--- config.mk ---
export PLATFORM = sky130hd
export DESIGN_NAME = ulpi_line_ctrl
export DESIGN_NICKNAME = d
export VERILOG_FILES = /design/src/common/ulpi_pkg.sv /design/src/common/usb_link_pkg.sv /design/src/rtl/ulpi_rx_capture.sv /design/src/rtl/line_timers.sv /design/src/speed_negotiator/speed_negotiator.sv /design/src/rtl/ulpi_transmitter.sv /design/src/rtl/ulpi_line_ctrl.sv
export SDC_FILE = /design/constraint.sdc
export NUM_CORES = 1
export LEC_CHECK = 0
export ABC_AREA = 0
export BUFFER_PORTS_ARGS = -buffer_cell sky130_fd_sc_hd__buf_2
export CAP_MARGIN = 10
export CORE_MARGIN = 2
export CORE_UTILIZATION = 35
export CTS_CLUSTER_SIZE = 16
export DETAILED_ROUTE_END_ITERATION = 10
export PLACE_DENSITY = 0.54
export SYNTH_ARGS = -nofsm -noshare
export SYNTH_HDL_FRONTEND = slang
export SYNTH_SLANG_ARGS = --single-unit
--- constraint.sdc ---
create_clock -name clock -period 5.9 [get_ports clock]
set_input_delay 1.77 -clock clock [delete_from_list [all_inputs] [get_ports clock]]
set_output_delay 1.77 -clock clock [all_outputs]
set_load 0.01 [all_outputs]
--- src/common/ulpi_pkg.sv ---
package ulpi_pkg;

  // Width of the ULPI data bus
  localparam int DATA_W = 8;

  // One byte on the ULPI data bus, in either direction
  typedef logic [DATA_W-1:0] ulpi_byte_t;

  // Register write commands
  // Bits 7:6 = 2'b10 mark a write, bits 5:0 hold the register address
  localparam ulpi_byte_t REG_FUNC_CTRL = 8'h84;
  localparam ulpi_byte_t REG_OTG_CTRL = 8'h8A;

  // Transmit command with a zero PID, used to drive the chirp-K
  localparam ulpi_byte_t TX_NOPID = 8'h40;

  // Function Control values
  // XcvrSelect, TermSelect and OpMode for each phase of speed negotiation
  // Full-speed, normal operation, suspendM released
  localparam ulpi_byte_t FUNC_FS = 8'h45;
  // High-speed transceiver, chirp opmode (bit stuffing and NRZI off)
  localparam ulpi_byte_t FUNC_CHIRP = 8'h54;
  // High-speed transceiver, normal operation
  localparam ulpi_byte_t FUNC_HS = 8'h40;

  // OTG Control at power-on
  // All pull-downs and VBUS drive disabled for a device-only core
  localparam ulpi_byte_t OTG_DEFAULT = 8'h00;

endpackage

--- src/common/usb_link_pkg.sv ---
package usb_link_pkg;

  // LineState, VbusState and RxEvent from the RX CMD byte
  typedef logic [1:0] line_state_t;

  // LineState encodings
  localparam line_state_t LS_SE0 = 2'd0;
  localparam line_state_t LS_J = 2'd1;
  localparam line_state_t LS_K = 2'd2;

  // Timer counter, wide enough for the full-size counts
  typedef logic [9:0] timer_count_t;

  // Line timer counts, scaled down for simulation
  // Full size at 60 MHz: 150 clocks, 40 ticks, 400 ticks
  localparam int TICK_COUNT = 8;
  localparam int TICKS_100US = 4;
  localparam int TICKS_1MS = 6;
  localparam int MS_PER_3MS = 3;

  // K-J pairs from the host before switching to high-speed
  localparam int KJ_PAIRS = 3;

  // Speed negotiator states
  typedef enum logic [3:0] {
    POWER_ON,
    FS_START,
    FS_LSSE0,
    WAIT_SE0,
    CHIRP_K0,
    CHIRP_K1,
    CHIRP_KJ,
    HS_START,
    IDLE,
    SUSPEND,
    RESET
  } neg_state_t;

endpackage

--- src/rtl/ulpi_rx_capture.sv ---
module ulpi_rx_capture (
  input  logic                      clock,
  input  logic                      reset,
  input  logic                      ulpi_dir_i,
  input  logic                      ulpi_nxt_i,
  input  ulpi_pkg::ulpi_byte_t      ulpi_data_i,
  output logic                      dir_q_o,
  output usb_link_pkg::line_state_t line_state_o,
  output usb_link_pkg::line_state_t vbus_state_o,
  output usb_link_pkg::line_state_t rx_event_o,
  output logic                      ls_changed_o
);

  logic                 dir_q;
  logic                 dir_qq;
  logic                 nxt_q;
  ulpi_pkg::ulpi_byte_t data_q;
  logic                 rx_cmd;

  // Pin registers, meant to sit in the IOBs
  always_ff @(posedge clock) begin
    dir_q <= ulpi_dir_i;
    dir_qq <= dir_q;
    nxt_q <= ulpi_nxt_i;
    data_q <= ulpi_data_i;
  end

  assign dir_q_o = dir_q;

  // RX CMD: PHY owned the bus on the cycle before as well (no turnaround)
  // and nxt was low, so this is status rather than receive data
  assign rx_cmd = dir_qq && dir_q && !nxt_q;

  // Status fields, J while nothing has been reported yet
  always_ff @(posedge clock) begin
    if (reset) begin
      line_state_o <= usb_link_pkg::LS_J;
      vbus_state_o <= '0;
      rx_event_o <= '0;
      ls_changed_o <= 1'b0;
    end else begin
      // Strobe lines up with the updated line_state_o
      ls_changed_o <= rx_cmd && (data_q[1:0] != line_state_o);
      if (rx_cmd) begin
        line_state_o <= data_q[1:0];
        vbus_state_o <= data_q[3:2];
        rx_event_o <= data_q[5:4];
      end
    end
  end

  // Timer restarts come only from decoded status bytes
  assert property (@(posedge clock) disable iff (reset)
    ls_changed_o |-> $past(rx_cmd));

endmodule

--- src/rtl/line_timers.sv ---
module line_timers (
  input  logic clock,
  input  logic reset,
  input  logic ls_changed_i,
  input  logic restart_100us_i,
  output logic tick_2_5us_o,
  output logic pulse_100us_o,
  output logic pulse_1ms_o,
  output logic pulse_3ms_o
);

  // Stage order: 0 tick, 1 100 us, 2 1 ms, 3 3 ms
  logic [3:0]                 stage_en;
  logic [3:0]                 stage_clr;
  wire  [3:0]                 stage_pulse;
  usb_link_pkg::timer_count_t stage_last [4];

  // Last count value of each stage
  assign stage_last[0] = usb_link_pkg::timer_count_t'(usb_link_pkg::TICK_COUNT - 1);
  assign stage_last[1] = usb_link_pkg::timer_count_t'(usb_link_pkg::TICKS_100US - 1);
  assign stage_last[2] = usb_link_pkg::timer_count_t'(usb_link_pkg::TICKS_1MS - 1);
  assign stage_last[3] = usb_link_pkg::timer_count_t'(usb_link_pkg::MS_PER_3MS - 1);

  // Tick counts clocks, 100 us and 1 ms count ticks, 3 ms counts 1 ms pulses
  assign stage_en = {stage_pulse[2], stage_pulse[0], stage_pulse[0], 1'b1};

  // Only the 100 us stage ignores the line, it belongs to the negotiator
  assign stage_clr = {ls_changed_i, ls_changed_i, restart_100us_i, ls_changed_i};

  for (genvar i = 0; i < 4; i++) begin : g_stage
    usb_link_pkg::timer_count_t count_q;
    logic                       pulse_q;

    always_ff @(posedge clock) begin
      if (reset || stage_clr[i]) begin
        count_q <= '0;
        pulse_q <= 1'b0;
      end else begin
        pulse_q <= 1'b0;
        if (stage_en[i]) begin
          // Wrap and fire once per full period
          if (count_q == stage_last[i]) begin
            count_q <= '0;
            pulse_q <= 1'b1;
          end else begin
            count_q <= count_q + 1'b1;
          end
        end
      end
    end

    assign stage_pulse[i] = pulse_q;
  end

  assign tick_2_5us_o = stage_pulse[0];
  assign pulse_100us_o = stage_pulse[1];
  assign pulse_1ms_o = stage_pulse[2];
  assign pulse_3ms_o = stage_pulse[3];

  // 3 ms pulse always trails a 1 ms pulse by one clock
  assert property (@(posedge clock) disable iff (reset)
    pulse_3ms_o |-> $past(pulse_1ms_o));

endmodule

--- src/speed_negotiator/speed_negotiator.sv ---
module speed_negotiator (
  input  logic                      clock,
  input  logic                      reset,
  input  logic                      bus_busy_i,
  input  usb_link_pkg::line_state_t line_state_i,
  input  logic                      ls_changed_i,
  input  logic                      tick_2_5us_i,
  input  logic                      pulse_100us_i,
  input  logic                      pulse_1ms_i,
  input  logic                      pulse_3ms_i,
  input  logic                      done_i,
  output logic                      write_o,
  output logic                      nopid_o,
  output logic                      stop_o,
  output ulpi_pkg::ulpi_byte_t      addr_o,
  output ulpi_pkg::ulpi_byte_t      value_o,
  output logic                      restart_100us_o,
  output logic                      high_speed_o,
  output logic                      usb_reset_o,
  output logic                      suspend_o
);

  usb_link_pkg::neg_state_t state_q;
  logic                     hs_mode_q;
  logic [2:0]               kj_count_q;
  logic                     kj_valid_q;
  logic                     kj_done;

  // High-speed only counts once back in IDLE
  assign high_speed_o = (state_q == usb_link_pkg::IDLE) && hs_mode_q;
  assign suspend_o = state_q == usb_link_pkg::SUSPEND;

  // Enough pairs seen and the last symbol held for a full tick
  assign kj_done = (kj_count_q == 3'(usb_link_pkg::KJ_PAIRS)) && kj_valid_q;

  // Host chirp counter
  // Each change to J closes one K-J pair
  always_ff @(posedge clock) begin
    if (reset || state_q != usb_link_pkg::CHIRP_KJ) begin
      kj_count_q <= '0;
      kj_valid_q <= 1'b0;
    end else begin
      // A symbol is valid once it has been stable for 2.5 us
      if (ls_changed_i) begin
        kj_valid_q <= 1'b0;
      end else if (tick_2_5us_i) begin
        kj_valid_q <= 1'b1;
      end
      if (ls_changed_i && line_state_i == usb_link_pkg::LS_J &&
          kj_count_q != 3'(usb_link_pkg::KJ_PAIRS)) begin
        kj_count_q <= kj_count_q + 3'd1;
      end
    end
  end

  always_ff @(posedge clock) begin
    if (reset) begin
      state_q <= usb_link_pkg::POWER_ON;
      write_o <= 1'b0;
      nopid_o <= 1'b0;
      stop_o <= 1'b0;
      restart_100us_o <= 1'b0;
      hs_mode_q <= 1'b0;
      usb_reset_o <= 1'b0;
    end else begin
      // One-cycle strobes
      stop_o <= 1'b0;
      restart_100us_o <= 1'b0;
      // Hold still while the PHY owns the bus, but never lose a done
      if (!bus_busy_i || done_i) begin
        case (state_q)
          usb_link_pkg::POWER_ON: begin
            write_o <= 1'b1;
            addr_o <= ulpi_pkg::REG_OTG_CTRL;
            value_o <= ulpi_pkg::OTG_DEFAULT;
            // Chain straight into the full-speed write
            if (done_i) begin
              state_q <= usb_link_pkg::FS_START;
              addr_o <= ulpi_pkg::REG_FUNC_CTRL;
              value_o <= ulpi_pkg::FUNC_FS;
            end
          end

          usb_link_pkg::FS_START: begin
            hs_mode_q <= 1'b0;
            write_o <= 1'b1;
            addr_o <= ulpi_pkg::REG_FUNC_CTRL;
            value_o <= ulpi_pkg::FUNC_FS;
            if (done_i) begin
              write_o <= 1'b0;
              restart_100us_o <= 1'b1;
              state_q <= usb_link_pkg::FS_LSSE0;
            end
          end

          // SE0 from the host starts the chirp, otherwise settle in full-speed
          usb_link_pkg::FS_LSSE0: begin
            if (line_state_i == usb_link_pkg::LS_SE0) begin
              state_q <= usb_link_pkg::WAIT_SE0;
            end else if (pulse_100us_i) begin
              usb_reset_o <= 1'b0;
              state_q <= usb_link_pkg::IDLE;
            end
          end

          usb_link_pkg::WAIT_SE0: begin
            if (ls_changed_i) begin
              state_q <= usb_link_pkg::FS_LSSE0;
            end else if (tick_2_5us_i) begin
              // Steady SE0, switch the transceiver to chirp mode
              write_o <= 1'b1;
              addr_o <= ulpi_pkg::REG_FUNC_CTRL;
              value_o <= ulpi_pkg::FUNC_CHIRP;
              state_q <= usb_link_pkg::CHIRP_K0;
            end
          end

          usb_link_pkg::CHIRP_K0: begin
            if (done_i) begin
              write_o <= 1'b0;
              nopid_o <= 1'b1;
              state_q <= usb_link_pkg::CHIRP_K1;
            end
          end

          // Chirp-K runs until the 1 ms timer fires
          usb_link_pkg::CHIRP_K1: begin
            if (done_i) begin
              nopid_o <= 1'b0;
            end
            if (pulse_1ms_i && !nopid_o) begin
              stop_o <= 1'b1;
              state_q <= usb_link_pkg::CHIRP_KJ;
            end
          end

          usb_link_pkg::CHIRP_KJ: begin
            if (kj_done && line_state_i == usb_link_pkg::LS_J) begin
              write_o <= 1'b1;
              addr_o <= ulpi_pkg::REG_FUNC_CTRL;
              value_o <= ulpi_pkg::FUNC_HS;
              state_q <= usb_link_pkg::HS_START;
            end
          end

          usb_link_pkg::HS_START: begin
            if (done_i) begin
              write_o <= 1'b0;
              hs_mode_q <= 1'b1;
              usb_reset_o <= 1'b0;
              state_q <= usb_link_pkg::IDLE;
            end
          end

          // 3 ms of a steady line means bus reset or suspend
          usb_link_pkg::IDLE: begin
            if (pulse_3ms_i && line_state_i == usb_link_pkg::LS_SE0) begin
              usb_reset_o <= 1'b1;
              state_q <= usb_link_pkg::RESET;
            end else if (pulse_3ms_i && line_state_i == usb_link_pkg::LS_J) begin
              state_q <= usb_link_pkg::SUSPEND;
            end
          end

          usb_link_pkg::RESET: begin
            if (tick_2_5us_i) begin
              write_o <= 1'b1;
              addr_o <= ulpi_pkg::REG_FUNC_CTRL;
              value_o <= ulpi_pkg::FUNC_FS;
              state_q <= usb_link_pkg::FS_START;
            end
          end

          usb_link_pkg::SUSPEND: begin
            if (line_state_i != usb_link_pkg::LS_J) begin
              state_q <= usb_link_pkg::IDLE;
            end
          end

          default: begin
            state_q <= usb_link_pkg::POWER_ON;
          end
        endcase
      end
    end
  end

  // The transmitter handles one request kind at a time
  assert property (@(posedge clock) disable iff (reset)
    !(write_o && nopid_o));

endmodule

--- src/rtl/ulpi_transmitter.sv ---
module ulpi_transmitter (
  input  logic                 clock,
  input  logic                 reset,
  input  logic                 ulpi_dir_i,
  input  logic                 ulpi_nxt_i,
  input  logic                 write_i,
  input  logic                 nopid_i,
  input  logic                 stop_i,
  input  ulpi_pkg::ulpi_byte_t addr_i,
  input  ulpi_pkg::ulpi_byte_t value_i,
  output ulpi_pkg::ulpi_byte_t ulpi_data_o,
  output logic                 ulpi_stp_o,
  output logic                 done_o,
  output logic                 busy_o
);

  typedef enum logic [2:0] {
    TX_IDLE,
    TX_CMD,
    TX_VALUE,
    TX_STP,
    TX_NOPID,
    TX_TAIL,
    TX_TAIL_STP
  } tx_state_t;

  tx_state_t            state_q;
  logic                 accept;
  ulpi_pkg::ulpi_byte_t tx_byte;

  // PHY takes a byte on nxt while the link owns the bus
  assign accept = ulpi_nxt_i && !ulpi_dir_i;
  assign busy_o = ulpi_dir_i;

  always_comb begin
    case (state_q)
      TX_CMD:   tx_byte = addr_i;
      TX_VALUE: tx_byte = value_i;
      TX_NOPID: tx_byte = ulpi_pkg::TX_NOPID;
      default:  tx_byte = '0;
    endcase
  end

  // Nothing driven while the PHY owns the bus
  assign ulpi_data_o = ulpi_dir_i ? '0 : tx_byte;
  assign ulpi_stp_o = !ulpi_dir_i && (state_q == TX_STP || state_q == TX_TAIL_STP);

  always_ff @(posedge clock) begin
    if (reset) begin
      state_q <= TX_IDLE;
      done_o <= 1'b0;
    end else begin
      done_o <= 1'b0;
      case (state_q)
        // Request is still up during done, so skip that cycle
        TX_IDLE: begin
          if (!ulpi_dir_i && !done_o) begin
            if (write_i) begin
              state_q <= TX_CMD;
            end else if (nopid_i) begin
              state_q <= TX_NOPID;
            end
          end
        end

        TX_CMD: begin
          if (accept) begin
            state_q <= TX_VALUE;
          end
        end

        // PHY turnaround aborts the write, start over with the address
        TX_VALUE: begin
          if (ulpi_dir_i) begin
            state_q <= TX_CMD;
          end else if (accept) begin
            state_q <= TX_STP;
          end
        end

        TX_STP: begin
          if (ulpi_dir_i) begin
            state_q <= TX_CMD;
          end else begin
            done_o <= 1'b1;
            state_q <= TX_IDLE;
          end
        end

        TX_NOPID: begin
          if (accept) begin
            done_o <= 1'b1;
            state_q <= TX_TAIL;
          end
        end

        // Zero data keeps the chirp going
        TX_TAIL: begin
          if (stop_i) begin
            state_q <= TX_TAIL_STP;
          end
        end

        // Wait for the bus if the PHY grabbed it meanwhile
        TX_TAIL_STP: begin
          if (!ulpi_dir_i) begin
            state_q <= TX_IDLE;
          end
        end

        default: begin
          state_q <= TX_IDLE;
        end
      endcase
    end
  end

  assert property (@(posedge clock) disable iff (reset)
    ulpi_dir_i |-> !ulpi_stp_o);

endmodule

--- src/rtl/ulpi_line_ctrl.sv ---
module ulpi_line_ctrl (
  input  logic                      clock,
  input  logic                      reset,
  input  logic                      ulpi_dir_i,
  input  logic                      ulpi_nxt_i,
  input  ulpi_pkg::ulpi_byte_t      ulpi_data_i,
  output ulpi_pkg::ulpi_byte_t      ulpi_data_o,
  output logic                      ulpi_stp_o,
  output usb_link_pkg::line_state_t line_state_o,
  output usb_link_pkg::line_state_t vbus_state_o,
  output usb_link_pkg::line_state_t rx_event_o,
  output logic                      high_speed_o,
  output logic                      usb_reset_o,
  output logic                      suspend_o,
  output logic                      pulse_2_5us_o,
  output logic                      pulse_1ms_o
);

  logic                 dir_q;
  logic                 ls_changed;
  logic                 pulse_100us;
  logic                 pulse_3ms;
  logic                 restart_100us;
  logic                 write;
  logic                 nopid;
  logic                 stop;
  logic                 done;
  logic                 tx_busy;
  logic                 bus_busy;
  ulpi_pkg::ulpi_byte_t addr;
  ulpi_pkg::ulpi_byte_t value;

  // Registered dir also covers the turnaround cycle after dir falls
  assign bus_busy = dir_q | tx_busy;

  ulpi_rx_capture ulpi_rx_capture_inst (
    .clock        (clock),
    .reset        (reset),
    .ulpi_dir_i   (ulpi_dir_i),
    .ulpi_nxt_i   (ulpi_nxt_i),
    .ulpi_data_i  (ulpi_data_i),
    .dir_q_o      (dir_q),
    .line_state_o (line_state_o),
    .vbus_state_o (vbus_state_o),
    .rx_event_o   (rx_event_o),
    .ls_changed_o (ls_changed)
  );

  line_timers line_timers_inst (
    .clock           (clock),
    .reset           (reset),
    .ls_changed_i    (ls_changed),
    .restart_100us_i (restart_100us),
    .tick_2_5us_o    (pulse_2_5us_o),
    .pulse_100us_o   (pulse_100us),
    .pulse_1ms_o     (pulse_1ms_o),
    .pulse_3ms_o     (pulse_3ms)
  );

  speed_negotiator speed_negotiator_inst (
    .clock           (clock),
    .reset           (reset),
    .bus_busy_i      (bus_busy),
    .line_state_i    (line_state_o),
    .ls_changed_i    (ls_changed),
    .tick_2_5us_i    (pulse_2_5us_o),
    .pulse_100us_i   (pulse_100us),
    .pulse_1ms_i     (pulse_1ms_o),
    .pulse_3ms_i     (pulse_3ms),
    .done_i          (done),
    .write_o         (write),
    .nopid_o         (nopid),
    .stop_o          (stop),
    .addr_o          (addr),
    .value_o         (value),
    .restart_100us_o (restart_100us),
    .high_speed_o    (high_speed_o),
    .usb_reset_o     (usb_reset_o),
    .suspend_o       (suspend_o)
  );

  ulpi_transmitter ulpi_transmitter_inst (
    .clock       (clock),
    .reset       (reset),
    .ulpi_dir_i  (ulpi_dir_i),
    .ulpi_nxt_i  (ulpi_nxt_i),
    .write_i     (write),
    .nopid_i     (nopid),
    .stop_i      (stop),
    .addr_i      (addr),
    .value_i     (value),
    .ulpi_data_o (ulpi_data_o),
    .ulpi_stp_o  (ulpi_stp_o),
    .done_o      (done),
    .busy_o      (tx_busy)
  );

endmodule

; Word level (Yosys, flattened, before mapping)
; Index checks and enable logic that the tools add are counted.
[totals]
regBits = 94
inputBits = 12
out_inout_bits = 20
wordCells = 204
[op_classes]
addsub = 5
n_eq_ne = 51
n_mux = 64
bitwise = 7
reduce_logical = 48
[op_table]
columns = cell, count
row1 = 8-bit case mux with 5 select lines, 2
row2 = 8-bit two-way mux, 8
row3 = 4-bit two-way mux, 15
row4 = 4-bit case mux with 11 select lines, 1
row5 = 10-bit by 1-bit adder with 10-bit output (second input constant), 4
row6 = 10-bit two-way mux, 3
row7 = 3-bit two-way mux, 9
row8 = 2-bit by 1-bit inequality test with 1-bit output (second input constant), 13
row9 = 8-bit case mux with 3 select lines, 1
row10 = 3-bit case mux with 7 select lines, 1
row11 = 10-bit by 2-bit == test with 1-bit output (second input constant), 2
row12 = 10-bit by 3-bit == test with 1-bit output (second input constant), 2
row13 = 1-bit two-way mux, 18
row14 = 4-bit by 3-bit == test with 1-bit output (second input constant), 4
row15 = 2-bit inequality test (second input constant), 8
row16 = 1-bit logical AND, 14
row17 = 7-bit AND reduction, 2
row18 = 4-bit == test (second input constant), 3
row19 = 12-bit AND reduction, 1
row20 = 2-bit OR reduction, 6
row21 = 5-bit AND reduction, 2
row22 = 3-bit by 2-bit == test with 1-bit output (second input constant), 3
row23 = 3-bit == test (second input constant), 3
row24 = 3-bit by 2-bit inequality test with 1-bit output (second input constant), 3
row25 = 27 further kinds, 47

; Logic depth before layout (Yosys ltp)
[logic_depth]
depth_word = 5
ltp_mapped = 7

; Modules after synthesis
; A second synthesis with hierarchy kept.
[hier_totals]
hier_cells = 490
hier_area_um2 = 4401.7
[modules_own_cells]
columns = module, n_inst, cells_each, area_per_inst_um2, seq_area_each_um2
row1 = line_timers, 1, 205, 1901.8, 880.8
row2 = speed_negotiator, 1, 172, 1495.2, 460.4
row3 = ulpi_rx_capture, 1, 41, 514.2, 320.3
row4 = ulpi_transmitter, 1, 71, 484.2, 80.1
row5 = ulpi_line_ctrl, 1, 1, 6.3, 0.0

; Worst setup path after synthesis
; No wires, ideal clock.
[synth_timing]
path_kind = input port to output port
startpoint = in ulpi_dir_i
endpoint = out ulpi_data_o[3]
arrival_ns = 2.666
slack_ns = 1.464
stages = 4
n_path_buf = 2
cell_sequence = buf_2 -> nor3b_1 -> and2_1 -> buf_4
[synth_between]
elab_chain_len = 1
[synth_rtl]
columns = item, line_no
row1 = "start, declared", ulpi_line_ctrl.sv:4  ; input logic ulpi_dir_i,
row2 = 8-bit two-way mux, ulpi_transmitter.sv:45  ; assign ulpi_data_o = ulpi_dir_i ? '0 : tx_byte;
row3 = "end, declared", ulpi_line_ctrl.sv:7  ; output ulpi_pkg::ulpi_byte_t ulpi_data_o,
; No other way between the ends.

; Final worst setup path
[layout_timing]
startpoint = in ulpi_dir_i
endpoint = out ulpi_data_o[0]
; The elaborated chain is that of the path after synthesis.

==> results.tsv <==
stage	metric	value	unit
global_routing	total track usage	13.92	%
pwr	Seq pwr share	49.6	%
layout	# fillers	1125	
layout	Finished Layout Cells	611	
synthesis	register bit total from synthesis	84	
routing	wire per inst	13.54	um
timing	clk_skew	0.004903	ns
timing	Fmax	234.1	MHz
synthesis	EDFF count, synth	6	
synthesis	Async S/R FF share, synth	0	%
synthesis	main flop type after synthesis	dfxtp_1	
critical_path	Critical Path Max Stage Delay	0.23	ns
floorplanning	Die Wd	110.8	um
placed_design	Post-Place Cells	595	
critical_path	worst path arrival time	2.50	ns
clock_tree	CTS Hold Bufs	0	
critical_path	Crit-path slowest cell	nor3_1	
global_routing	vias in the first global route	3049	
placed_design	placed standard-cell area	0.004209	mm^2
routing	starting DRC count in detailed routing	233	
critical_path	Setup crit end kind	output port	
synthesis	Mapped Area	0.003991	mm^2
clock_tree	H-tree levels	3	
critical_path	WP data required	4.13	ns
synthesis	Synth cell types	64	
pwr	overall power	1.189	mW
floorplanning	Ports	32	
placed_design	Port-buffer cells	28	
clock_tree	worst-skew pair later-pin latency	0.33	ns
critical_path	Critical Path Fanout Max	13	
pwr	Logic pwr share	3.1	%
synthesis	synth cell count leaders	78 x dfxtp_1, 66 x nor2_1, 26 x nand2_1, 25 x xor2_1, 22 x nor3_1	
clock_tree	Clock Tree Root	clkbuf_16	
layout	Synth-to-Final Area Change	13.07	%
global_routing	first-pass GRT wire length	14310	um
pwr	Sw Share	20.46	%
critical_path	CP startpoint kind	primary input	
floorplanning	Die Y	110.8	um
global_routing	initial antenna violation count	0	
synthesis	largest cells by area after synthesis	dfxtp_1 39%, nor2_1 6.2%, xor2_1 5.5%	
clock_tree	Worst-path clk slew	0.06	ns
synthesis	syn_nets	470	
synthesis	cell taking the most area after synthesis	dfxtp_1	
timing	Final Hold Viols	0	
pwr	Clock power frac	47.3	%
synthesis	top cell type's share of synthesized area	39.12	%
critical_path	cells along the critical path	buf_2, nor3_1, and3_1, buf_2	
layout	Reg area	0.001742	mm^2
synthesis	Ys Warns	0	
clock_tree	number of gates resized after CTS	0	
timing	post-route setup TNS	0	ns
layout	Multi-input gate area	0.002085	mm^2
synthesis	post-synthesis sequential area ratio	43.64	%
timing	Tcrit/Tclk final	72.41	%
global_routing	GRT overflow	0	
job	maxcap violations	0	
routing	vias per inst	5.196	
synthesis	Synth Instances	450	
floorplanning	Initial Util	36.34	%
floorplanning	FP Rows	38	
hold_path	Hold/Removal Path Class	flip-flop to flip-flop	
routing	via count	3175	
placed_design	post-DP HPWL	5551	um
clock_tree	CTS Buffer Depth	2	
placed_design	GPL Wtd Cong	0.7956	
timing	Worst-Margin Slew	0.8769	ns
pwr	Worst VDD drop	0.1275	mV
clock_tree	Sink Count	84	
routing	first-pass iteration count of the detailed router	4	
pwr	P_leak	1.794	nW
synthesis	most frequent cell after synthesis	dfxtp_1	
routing	Total Wirelength	8273	um
synthesis	Syn Area/Cell	8.870	um^2
timing	Tmin final	4.272	ns
routing	Final ANT Viol Nets	0	
critical_path	critical path type	primary input to output port	
floorplanning	Core Footprint	0.01098	mm^2
clock_tree	CTS tree	yes	
pwr	sw power	0.2432	mW
timing	worst rel slew slack	41.46	%
clock_tree	number of setup buffers added after CTS	0	
global_routing	largest net degree at the start of global routing	37	
timing	RSZ-0062 raised after global routing	false	
routing	Post-route DRC	0	
pwr	internal power	0.9453	mW
outcome	status	finished clean	
critical_path	most frequent CP cell	buf_2	
timing	Slew Limit Fails	0	
clock_tree	TritonCTS Buffers	9	
floorplanning	full die area	0.01227	mm^2
layout	share of layout cells above drive strength 1	10.83	%
pwr	power density cells	263.4	mW/mm^2
layout	final core utilization	41.09	%
layout	post-route cell area	0.004513	mm^2
layout	n_diodes	0	
layout	final net count	486	
timing	Final setup viols	0	
## worst max-delay path, delay by kind of cell
kind,cells,cell delay [ns]
buffers and inverters,2,0.31
AND/OR/NAND/NOR,2,0.42
## registers in the layout, summed over array words and instances, names as in the netlist, 2 cells and up
name / cells
speed_negotiator_inst.addr_o: 2
speed_negotiator_inst.kj_count_q: 3
ulpi_rx_capture_inst.line_state_o: 2
speed_negotiator_inst.value_o: 4
speed_negotiator_inst.state_q: 4
line_timers_inst.g_stage.count_q: 40
ulpi_transmitter_inst.state_q: 3
ulpi_rx_capture_inst.vbus_state_o: 2
ulpi_rx_capture_inst.rx_event_o: 2
ulpi_rx_capture_inst.data_q: 6
## routing by layer
layer / wire (um) / vias up / global-route usage, %
li1: - / 1616 / -
met5: 0 / - / 0
met1: 3987 / 1506 / 17.74
met3: 265 / 10 / 2.898
met4: 125 / 0 / 5.250
met2: 3894 / 43 / 23.19
## area by class of cell
type                    instances  share of cell area [%]
multi-input cells             328                   46.19
flip-flops and latches         84                   38.59
clock buffers                  12                   5.683
well taps                     140                   3.881
repair buffers                 31                   3.604
clock inverters                 4                   1.054
inverters                      12                  0.9981
## power groups by stage
| stage | logic, mW | clock network [mW] | registers [mW] |
|---|---|---|---|
| floorplan | 0.0272 | 0 | 0.600 |
| global placement | 0.0364 | 0 | 0.601 |
| detailed placement | 0.0374 | 0 | 0.602 |
| CTS | 0.0376 | 0.584 | 0.589 |
| global route | 0.0418 | 0.606 | 0.590 |
| finish | 0.0367 | 0.562 | 0.589 |
## kinds of logic after synthesis
logic type      after synthesis  share of synthesized area, %
simple gates                209                         27.96
compound gates               60                         10.28
buf+inv                      38                         4.138
xor+xnor                     39                         8.558
other cells                   1                       0.09395
fa+ha+maj                     8                         2.508
flops                        84                         43.64
mux                          11                         2.821
## path summary, 6_finish.rpt
kind | from | end | slack, ns | depth (start not counted)
max | ulpi_dir_i | ulpi_data_o[0] | 1.63 | 4
min | ulpi_rx_capture_inst.dir_q_o$_DFF_P_ | ulpi_rx_capture_inst.dir_qq$_DFF_P_ | 0.37 | 0
max reg2reg | speed_negotiator_inst.state_q[2]$_SDFFE_PP0P_ | speed_negotiator_inst.value_o[6]$_DFFE_PP_ | 3.40 | 5
min reg2reg | ulpi_rx_capture_inst.dir_q_o$_DFF_P_ | ulpi_rx_capture_inst.dir_qq$_DFF_P_ | 0.37 | 0
## cell usage in the layout (no fill, tap or decap), types with 12 or more instances in the layout
cell type and n:
inv_1 12, nand2_1 26, nor3_1 22, xor2_1 25, a21oi_1 16, xnor2_1 14, nor2b_1 12, nand4_1 12
and3_1 14, dfxtp_1 78, buf_2 28, nor2_1 66
## metrics by stage
| stage | hold WS (ns) | worst slack [ns] |
|---|---|---|
| detailed placement | 0.3655 | 1.622 |
| floorplan | 0.3510 | 1.464 |
| finish | 0.3727 | 1.628 |
| global placement | 0.3651 | 1.662 |
| global route | 0.3849 | 1.560 |
| CTS | 0.3751 | 1.623 |
Note: power is estimated with default switching activity, not from simulation.
